===== config.mk =====
export PLATFORM = sky130hd
export DESIGN_NAME = load_result
export DESIGN_NICKNAME = d
export VERILOG_FILES = /design/src/hdl/load_result.sv
export SDC_FILE = /design/constraint.sdc
export NUM_CORES = 1
export LEC_CHECK = 0
export ABC_AREA = 1
export BUFFER_PORTS_ARGS = -buffer_cell sky130_fd_sc_hd__buf_2
export CAP_MARGIN = 25
export CORE_ASPECT_RATIO = 0.5
export CORE_UTILIZATION = 35
export DETAILED_ROUTE_END_ITERATION = 12
export PLACE_DENSITY = 0.79
export SETUP_SLACK_MARGIN = 0.05
export SLEW_MARGIN = 20
export SYNTH_ARGS = -nofsm -noshare
export SYNTH_HDL_FRONTEND = slang
export SYNTH_SLANG_ARGS = --single-unit

===== constraint.sdc =====
create_clock -name clk -period 2.98 [get_ports clk]
set_clock_uncertainty 0.2 [all_clocks]
set_input_delay 0.894 -clock clk [delete_from_list [all_inputs] [get_ports clk]]
set_output_delay 0.894 -clock clk [all_outputs]
set_load 0.05 [all_outputs]

===== src/hdl/load_result.sv =====
// result stage of the memory stage that registers the load word and makes done and stall
module load_result (
	input  logic        clk,
	input  logic        reset,
	input  logic [31:0] hit_word,
	input  logic        cache_ack,
	input  logic        wr,
	input  logic        access_valid,
	output logic [31:0] mem_data,
	output logic        done,
	output logic        stall
);

	// acknowledged load is the only thing that updates mem_data
	logic load_ack;

	assign load_ack = cache_ack && !wr;

	// one cycle done pulse
	// controller sits in its ack state during the done cycle
	// so cache_ack cannot repeat back to back
	always_ff @(posedge clk) begin
		if (reset) begin
			done <= 1'b0;
		end else begin
			done <= cache_ack;
		end
	end

	// load word held until the next load
	// stores leave it alone
	always_ff @(posedge clk) begin
		if (load_ack) begin
			mem_data <= hit_word;
		end
	end

	// pipeline waits while a request is up and not yet answered
	assign stall = access_valid && !done;

	// done is a pulse of one cycle
	a_done_pulse: assert property (@(posedge clk) disable iff (reset)
		done |=> !done)
		else $error("done high for two cycles");

	// an ack only answers a live request from the pipeline
	a_ack_needs_req: assert property (@(posedge clk) disable iff (reset)
		cache_ack |-> access_valid)
		else $error("cache_ack without a request");

	// request is held through the done cycle
	a_req_held: assert property (@(posedge clk) disable iff (reset)
		cache_ack |=> access_valid)
		else $error("request dropped before done");

endmodule


Yosys cells after proc, flatten, opt, wreduce, memory -nomap -nowiden
Cells that the tools add are included.
{"block": "classes", "n_reduce_logical": 4}
{"operator": "logical AND 1 bit", "count": 2}
{"operator": "logical NOT 1 bit", "count": 2}
{"block": "word_totals", "reg_bits": 33, "inputBits": 37, "out_inout_bits": 34, "elab_cells": 6}

Logic depth before layout (Yosys ltp)
{"block": "depth", "ltp_word": 2, "depth_mapped": 2, "ltp_nobuf": 2}

Worst setup path after synthesis
OpenSTA, ideal clock, no wires.
{"block": "synth_path", "path_type": "input -> register", "from": "in cache_ack", "to": "reg mem_data[0] (enable)", "setup_ns": 0.422, "arrival_ns": 2.297, "required_time_ns": 2.358, "setup_slack_ns": 0.062, "cell_stages": 2, "n_path_buf": 0, "cell_sequence": "inv_1 -> nor2_1"}
{"block": "synth_via", "elab_chain_len": 1}
{"element": "from (decl)", "line_no": "6", "rtl": "input logic cache_ack,"}
{"element": "logical AND 1 bit", "line_no": "17", "rtl": "assign load_ack = cache_ack && !wr;"}
{"element": "via load_ack", "line_no": "15", "rtl": "logic load_ack;"}
{"element": "to (signal assigned)", "line_no": "34", "rtl": "mem_data <= hit_word;"}
{"element": "to (decl)", "line_no": "9", "rtl": "output logic [31:0] mem_data,"}
The timed path passes the listed nets, and every way through them passes these cells.
A chain may end at the register's enable or synchronous reset.

Worst setup path after layout
{"block": "layout_path", "from": "in access_valid", "to": "out stall"}
{"block": "layout_via", "elab_chain_len": 1}
{"element": "from (decl)", "line_no": "8", "rtl": "input logic access_valid,"}
{"element": "logical AND 1 bit", "line_no": "39", "rtl": "assign stall = access_valid && !done;"}
{"element": "to (decl)", "line_no": "11", "rtl": "output logic stall"}
Every way passes these cells.

==> flow_metrics.env <==
export IMPL_switching_share_pct=27.4
export IMPL_routed_via_density=4.14
export IMPL_track_usage_pct=12.8
export IMPL_synthDistinctLibCells=4
export IMPL_worstSetupPathType="input pin to primary output"
export IMPL_routed_wl_met3_um=52
export IMPL_synth_cell_area_um2=1000
export IMPL_synth_async_reset_ratio_pct=0
export IMPL_cp_max_fo=1
export IMPL_cts_made_buffers=5
export IMPL_crit_arrival_ns=1.35
export IMPL_routedWlPerCell_um=13.8
export IMPL_post_place_cells=146
export IMPL_worstSetupStartpointType="input pin"
export IMPL_ir_drop_mv=0.269
export IMPL_cpMostUsedCell="buf_2"
export IMPL_slew_headroom_pct=73.4
export IMPL_drc=0
export IMPL_post_cts_buffers=0
export IMPL_slowest_stage="buf_2"
export IMPL_p_sw_uw=282
export IMPL_cts_resized=0
export IMPL_cp_buffers_inverters=3
export IMPL_clock_sinks=33
export IMPL_worstSetupStartpoint="access_valid"
export IMPL_holdPathStages=2
export IMPL_areaGrowthSynthToFinish_pct=48.7
export IMPL_drt_initial_drc_count=18
export IMPL_ys_flop_type="edfxtp_1"
export IMPL_outcome="complete, no violations"
export IMPL_clockPowerShare_pct=29.7
export IMPL_path_cells="buf_2, inv_1, nor2_1, buf_2"
export IMPL_htreeDepth=2
export IMPL_dr_pass1_iters=4
export IMPL_ys_seq_area_share_pct=98.1
export IMPL_p_leak_uw=0.000647
export IMPL_maxCapViolCount=0
export IMPL_slew_viol_final=0
export IMPL_finalNonFillerCells=154
export IMPL_antenna_found_initial=0
export IMPL_p_comb_share_pct=16.8
export IMPL_synth_area_top_cells="edfxtp_1 (96%), dfxtp_1 (2.0%), nor2_1 (1.1%)"
export IMPL_ctsHoldBuffers=0
export IMPL_grt_pass1_wl_um=2670
export IMPL_rsz0062_at_grt="false"
export IMPL_hpwl_um=1620
export IMPL_wl_met1_um=783
export IMPL_period_needed_ns=2.44
export IMPL_yosys_area_top_type="edfxtp_1"
export IMPL_synth_top_area_share_pct=96.1
export IMPL_hold_end="done$_SDFF_PP0_"
export IMPL_port_buffers=70
export IMPL_synth_seq_cells=33
export IMPL_die_width_um=77.6
export IMPL_critPathMaxStageDelay_ns=0.27
export IMPL_avgSynthCellArea_um2=26.3
export IMPL_overflow=0
export IMPL_antenna_cells=0
export IMPL_worstHoldStart="reset"
export IMPL_top_layer="met4"
export IMPL_cp_top_family="buffers and inverters"
export IMPL_fmax_mhz=410
export IMPL_finalNetCount=153
export IMPL_finalSetupViolCount=0
export IMPL_cellPowerDensity_nw_per_um2=692
export IMPL_syn_inst=38
export IMPL_die_height_um=39.8
export IMPL_path_clk_slew_ns=0.06
export IMPL_grt_start_max_net_pins=33
export IMPL_endpoint_kind="primary output"
export IMPL_hold_viol_final=0
export IMPL_yosysMostFrequentCell="edfxtp_1"
export IMPL_dieArea_um2=3090
export IMPL_sequentialPowerShare_pct=53.5
export IMPL_hp_class="input pin to register"
export IMPL_ioPinCount=71
export IMPL_synth_top_cells_by_count="edfxtp_1 (32), nor2_1 (3), inv_1 (2)"
export IMPL_wl_met2_um=1230
export IMPL_fin_crit_sh_pct=81.8
export IMPL_p_total_uw=1030
export IMPL_synth_edf_count=32
export IMPL_ys_warnings_count=0
export IMPL_p_int_uw=747
export IMPL_ant_nets=0
export IMPL_setup_tns_ns=0
export IMPL_drive_gt1_share_pct=65.8
export IMPL_synth_nets=75
export IMPL_initial_core_util_pct=37.7
export IMPL_row_count=13
export IMPL_root_buffer="clkbuf_8"
export IMPL_clock_path_buffers=2
export IMPL_worstPathRequired_ns=1.89
export IMPL_route_vias_total=638
export IMPL_worst_pin_slew_ns=0.399
export IMPL_tritoncts="built"
export IMPL_routed_wl_um=2120
export IMPL_place_gp_congestion=0.691
export IMPL_first_global_vias=602
export IMPL_core_area_um2=2650
kinds of logic after synthesis:
group / count (synthesis) / share of synthesized area (%)
DFF: 33 / 98.1
buffers and inverters: 2 / 0.751
and+or+nand+nor: 3 / 1.13
final cells by class:
type / instances / area (um^2)
clock buffers: 8 / 80.1
well taps: 37 / 46.3
fillers: 212 / 1160
flip-flops and latches: 33 / 981
multi-input cells: 3 / 13.8
repair buffers: 71 / 358
inverters: 2 / 7.51
registers in the layout (all words and copies together), names as in the netlist:
| register | count |
|---|---|
| done | 1 |
| mem_data | 32 |
worst max path at each step:
stage / to / slack (ns) / cells after the start
2_1_floorplan: mem_data[0]$_DFFE_PP_ / 0.06 / 2
3_3_place_gp: stall / 0.57 / 4
3_5_place_dp: stall / 0.55 / 4
4_1_cts: stall / 0.55 / 4
5_1_grt: stall / 0.52 / 4
6_report: stall / 0.54 / 4
cell usage in the layout (no fill, tap or decap):
| cell type | Yosys | final |
|---|---|---|
| clkbuf_1 | 0 | 3 |
| nor2_1 | 3 | 2 |
| nor2_2 | 0 | 1 |
| dfxtp_1 | 1 | 1 |
| clkbuf_8 | 0 | 5 |
| inv_1 | 2 | 2 |
| buf_2 | 0 | 70 |
| buf_4 | 0 | 1 |
| edfxtp_1 | 32 | 32 |
per-layer routing:
layer / GRT usage, % / vias to the layer above
li1: - / 299
met1: 13.8 / 318
met2: 23.0 / 15
met3: 3.49 / 6
met4: 9.91 / 0
met5: 0 / -
stage by stage:
step                utilization (%)  worst slack, ns  hold slack, ns  area, um^2
floorplan                         -           0.0616           0.766        1000
global placement               53.0            0.569           0.851        1410
detailed placement             53.0            0.553           0.855        1410
CTS                            56.1            0.552           0.566        1490
global route                   56.1            0.523           0.579        1490
finish                         56.1            0.541           0.577        1490
power by group through the flow:
stage	registers, uW	clock network [uW]	logic [uW]
after global routing	553	331	178
after floorplan	669	0	10.5
after detailed placement	560	0	173
final	550	306	173
after global placement	559	0	171
after CTS	551	313	174
(Power assumes the default switching activity.)
