$ cat src/hdl/mem_stage_pkg.sv
// shared address union, host op codes and cache geometry for the memory stage, used by scoped name
package mem_stage_pkg;

	// host port and cache line width
	localparam int LINE_BITS = 512;
	localparam int WORD_BITS = 32;
	localparam int WORDS_PER_LINE = LINE_BITS / WORD_BITS;

	// address split, byte then word then index then tag
	localparam int BYTE_SEL_BITS = 2;
	localparam int WORD_SEL_BITS = 4;
	localparam int INDEX_BITS = 4;
	localparam int NUM_LINES = 1 << INDEX_BITS;
	localparam int TAG_BITS = WORD_BITS - INDEX_BITS - WORD_SEL_BITS - BYTE_SEL_BITS;

	// upper address half of the uncached register space
	localparam logic [15:0] MMIO_REGION = 16'h1000;

	// op_host encoding toward the memory controller
	typedef enum logic [1:0] {
		HOST_IDLE  = 2'd0,
		HOST_READ  = 2'd1,
		HOST_WRITE = 2'd2
	} host_op_t;

	// decode result for one access
	typedef enum logic [1:0] {
		ACC_CACHE     = 2'd0,
		ACC_FPU_START = 2'd1,
		ACC_MMIO      = 2'd2
	} access_kind_t;

	// one address word seen as a cache address or as an mmio address
	typedef union packed {
		struct packed {
			logic [TAG_BITS-1:0]      tag;
			logic [INDEX_BITS-1:0]    index;
			logic [WORD_SEL_BITS-1:0] word;
			logic [BYTE_SEL_BITS-1:0] byte_off;
		} cache;
		struct packed {
			logic [15:0] region;
			logic [15:0] reg_off;
		} mmio;
	} mem_addr_u;

endpackage

$ cat src/hdl/mem_addr_decode.sv
// address decode for the memory stage that sorts each access into cached, FPU start or MMIO
module mem_addr_decode #(
	parameter logic [31:0] FPU_START_ADDR = 32'h1000_0000
) (
	input  logic                        [31:0] addr,
	input  logic                               wr,
	input  logic                               en,
	output mem_stage_pkg::access_kind_t        access_kind,
	output logic                               access_valid,
	output logic                               startFPU
);

	// address seen through the mmio split
	mem_stage_pkg::mem_addr_u req;

	// upper half matches the register space
	logic in_mmio;

	// store aimed at the FPU kick register
	logic fpu_store;

	assign req = addr;

	// only the region half is compared here
	assign in_mmio = (req.mmio.region == mem_stage_pkg::MMIO_REGION);

	// full word compare so the start address may sit anywhere
	assign fpu_store = wr && (addr == FPU_START_ADDR);

	// fpu start wins over the generic region match
	always_comb begin
		if (fpu_store) begin
			access_kind = mem_stage_pkg::ACC_FPU_START;
		end else if (in_mmio) begin
			access_kind = mem_stage_pkg::ACC_MMIO;
		end else begin
			access_kind = mem_stage_pkg::ACC_CACHE;
		end
	end

	// request presented this cycle
	// the held copy in the done cycle is dropped by the controller in its ack state
	assign access_valid = en;

	// kick the FPU for as long as the store is presented
	// FPU sees the kick in the same cycle
	assign startFPU = en && (access_kind == mem_stage_pkg::ACC_FPU_START);

	// the FPU kick only ever comes from a live store
	always_comb begin
		assert #0 (!startFPU || (en && wr))
			else $error("startFPU raised without a live store");
	end

endmodule

$ cat config.mk
export PLATFORM = sky130hd
export DESIGN_NAME = mem_addr_decode
export DESIGN_NICKNAME = d
export VERILOG_FILES = /design/src/hdl/mem_stage_pkg.sv /design/src/hdl/mem_addr_decode.sv
export SDC_FILE = /design/constraint.sdc
export NUM_CORES = 1
export LEC_CHECK = 0
export BUFFER_PORTS_ARGS = -buffer_cell sky130_fd_sc_hd__clkbuf_2
export CORE_AREA = 5 5 42 44
export DETAILED_ROUTE_END_ITERATION = 8
export DIE_AREA = 0 0 47 49
export PLACE_DENSITY = 0.59
export SLEW_MARGIN = 25
export SYNTH_ARGS = -nofsm -noshare
export SYNTH_HDL_FRONTEND = slang
export SYNTH_SLANG_ARGS = --single-unit
$ cat constraint.sdc
create_clock -name vclk -period 2.2
set_input_delay 0.44 -clock vclk [all_inputs]
set_output_delay 0.44 -clock vclk [all_outputs]
set_load 0.02 [all_outputs]
# --- Yosys cells after proc, flatten, opt, wreduce, memory -nomap -nowiden ---
# Index checks and enable logic that the tools add are counted.
word_totals:
  register_bits: 0
  out_inout_bits: 4
  elab_cells: 7
classes:
  reduce_logical: 2
  eq_ne: 3
  n_mux: 2
op_table:
  columns: ["cell", "n"]
  rows:
  - ["$eq 32x29->1 const B", 1]
  - ["$eq 16x13->1 const B", 1]
  - ["$mux 2", 2]
  - ["$eq 2x1->1 const B", 1]
  - ["$logic_and 1x1->1", 2]

# --- Longest topological paths before layout ---
logic_depth:
  ltp_word: 5
  depth_mapped: 4
  depth_no_buf: 3

# --- Worst setup path after synthesis ---
# OpenSTA, ideal clock, no wires.
synth_path:
  path_type: "input port to output port"
  from: "input addr[31]"
  to: "output startFPU"
  cell_stages: 3
  slack_ns: 0.398
  t_required_ns: 1.760
  t_arrival_ns: 1.362
  path_cell_list: "nor4b_2 -> nand4_1 -> nor4_2"
synth_between:
  elab_chain_cells: 5
  word_cells_on_any_way: 7
synth_lines:
  columns: ["element", "line_no", "rtl"]
  rows:
  - ["start: declaration", "mem_addr_decode.sv:5", "input logic [31:0] addr,"]
  - ["$eq 32x29->1 / $eq 16x13->1 (equally long branches)", "mem_addr_decode.sv:28, mem_addr_decode.sv:25", null]
  - ["$logic_and 1x1->1 / $mux 2 (equally long branches)", "mem_addr_decode.sv:28, mem_addr_decode.sv:34", null]
  - ["$mux 2 *", "mem_addr_decode.sv:32", "if (fpu_store) begin"]
  - ["$eq 2x1->1 *", "mem_addr_decode.sv:47", "assign startFPU = en && (access_kind == mem_stage_pkg::ACC_FPU_START);"]
  - ["$logic_and 1x1->1 *", "mem_addr_decode.sv:47", null]
  - ["end: declaration", "mem_addr_decode.sv:10", "output logic startFPU"]
# Mark *: on every way between the ends. The rest lies on a longest branch, timed or not.

# --- Worst setup path in the final report ---
layout_path:
  from: "input addr[1]"
  to: "output startFPU"
layout_between:
  elab_chain_cells: 5
layout_lines:
  columns: ["element", "line_no", "rtl"]
  rows:
  - ["$eq 32x29->1", "mem_addr_decode.sv:28", "assign fpu_store = wr && (addr == FPU_START_ADDR);"]
  - ["$logic_and 1x1->1", "mem_addr_decode.sv:28", null]
  - ["$mux 2", "mem_addr_decode.sv:32", null]
  - ["$eq 2x1->1", "mem_addr_decode.sv:47", null]
  - ["$logic_and 1x1->1", "mem_addr_decode.sv:47", null]
# Every way passes these cells.

==> metrics.yaml <==
crit_slowest_cell: "nor4_1"
postCtsSetupRepairBufs: 0
grt_overflow: 0
synthAdderAreaFrac_pct: 0
grt_max_degree: 4
seq_area_frac_synth_pct: 0
cp_num_buf_inv: 2
rsz0062_at_grt: "no"
slew_viol_final: 0
place_inst: 69
synth_compound_area_share_pct: 6.723
crit_top_cell: "clkbuf_2"
fin_tns_setup_ns: 0
critical-path-top-delay-family: "simple AND/OR/NAND/NOR gates"
nClkBuffers: 0
max-slew-margin-rel_pct: 82.27
drc: 0
gp_congestion: 0.7132
final_cells: 69
syn-instance-count: 17
path_cells: "clkbuf_2 > nor4_1 > nand4_1 > nor4_2 > clkbuf_2"
required_ns: 1.76
worstMarginPinSlew_ns: 0.2635
regArea_um2: 0
fmax_ghz: 0.5205
layout.nets: 89
antenna_found_initial: 0
port_buffers: 38
drtIter0Drc: 1
status: "complete, no violations"
grtUsageTotal_pct: 5.193
grt_pass1_vias: 277
post-route-min-period_ns: 1.921
n_antenna_cell: 0
fillers: 168
end_kind: "output pin"
vias: 286
drt-pass1-iter-count: 2
netlist_area_um2: 148.9
io-pin-count: 38
start_util_pct: 10.63
power_leakage_nw: 0.1799
grt_pass1_wl_um: 966
worstSetupPathType: "primary input to output pin"
synth-xor-area-share_pct: 0
final_cell_area_um2: 344.1
rows: 14
synth.mux.area_fraction_pct: 0
core_area_mm2: 0.001401
max_stage_delay_ns: 0.29
final_antenna_net_count: 0
die_area_mm2: 0.002303
p_per_area_mw_per_mm2: 117.2
syn_to_final_growth_pct: 131.1
maxCapViolCount: 0
design.seq.count: 0
synth_cell_type_count: 10
fp.dieH_um: 49
avgSynthCellArea_um2: 8.758
crit_path_start_kind: "primary input"
dpl_cell_area_um2: 344.1
setup-violations-final: 0
worst_ir_drop_vdd_uv: 33.00
synth-simple-area-share_pct: 80.67
ctsHoldBuffers: 0
drive_gt1_share_pct: 84.91
hold_path_class: "primary input to output pin"
hold_viol: 0
critPathArrivalTime_ns: 1.48
ys.warnings.count: 0
fp.dieW_um: 47
post_cts_resized: 0
viasPerCell: 4.145
synth_top_family_by_area: "simple AND/OR/NAND/NOR gates"
synth_nets: 51
timing.final.crit_share_pct: 87.33
wl_um: 710
routedWlPerCell_um: 10.29
worstPathMaxFanout: 3
[layout by cell type (no fill, tap or decap), drive strengths merged]
master,Yosys,routed
clkbuf,0,38
inv,1,1
nand4,2,2
nor2,1,1
nor3,1,1
nor4,6,6
nor4b,2,2
o21ba,1,1
or3,1,1
[path summary, 6_finish.rpt]
| path | cells past startpoint | end | slack [ns] | from |
|---|---|---|---|---|
| max | 5 | startFPU | 0.28 | addr[1] |
| min | 2 | access_valid | 1.11 | en |
[layer usage]
layer | vias up | GRT usage, % | share of wire [%]
li1 | 144 | - | -
met1 | 121 | 5.435 | 34
met2 | 21 | 11.09 | 52
met3 | 0 | 0 | 15
met4 | 0 | 0 | 0
met5 | - | 0 | 0
[synthesized netlist by cell type (all sizes together)]
master  n  share of area, %
nor4    6                42
nand4   2               8.4
nor2    1               2.5
nor4b   2                20
or3     1               4.2
o21ba   1               6.7
nor3    1               3.4
inv     1               2.5
buf     2                10
[power breakdown]
part / switching [W] / internal, W / total, W
logic: 0.0000145 / 0.0000258 / 0.0000403
registers: 0 / 0 / 0
clock network: 0 / 0 / 0
[final cells by class]
class	count	area [um2]	area share, %
timing repair buffer	38	190.2	55.27
multi-input combinational	14	130.1	37.82
tap	16	20.02	5.818
inverter	1	3.754	1.091
[stage by stage]
step	setup slack, ns	hold slack [ns]	total power [W]	util [%]
floorplan	0.3984	0.9910	0.000008681	-
global placement	0.2617	1.115	0.00004023	24.55
detailed placement	0.2455	1.115	0.00004099	24.55
CTS	0.2440	1.116	0.00004116	24.55
global route	0.1896	1.124	0.00004415	24.55
finish	0.2788	1.112	0.00004033	24.55
[kinds of logic (layout without fill, tap and decap cells)]
family | after synthesis | after routing
simple gates | 13 | 13
buf+inv | 3 | 39
compound gates | 1 | 1
(Power assumes the default switching activity.)
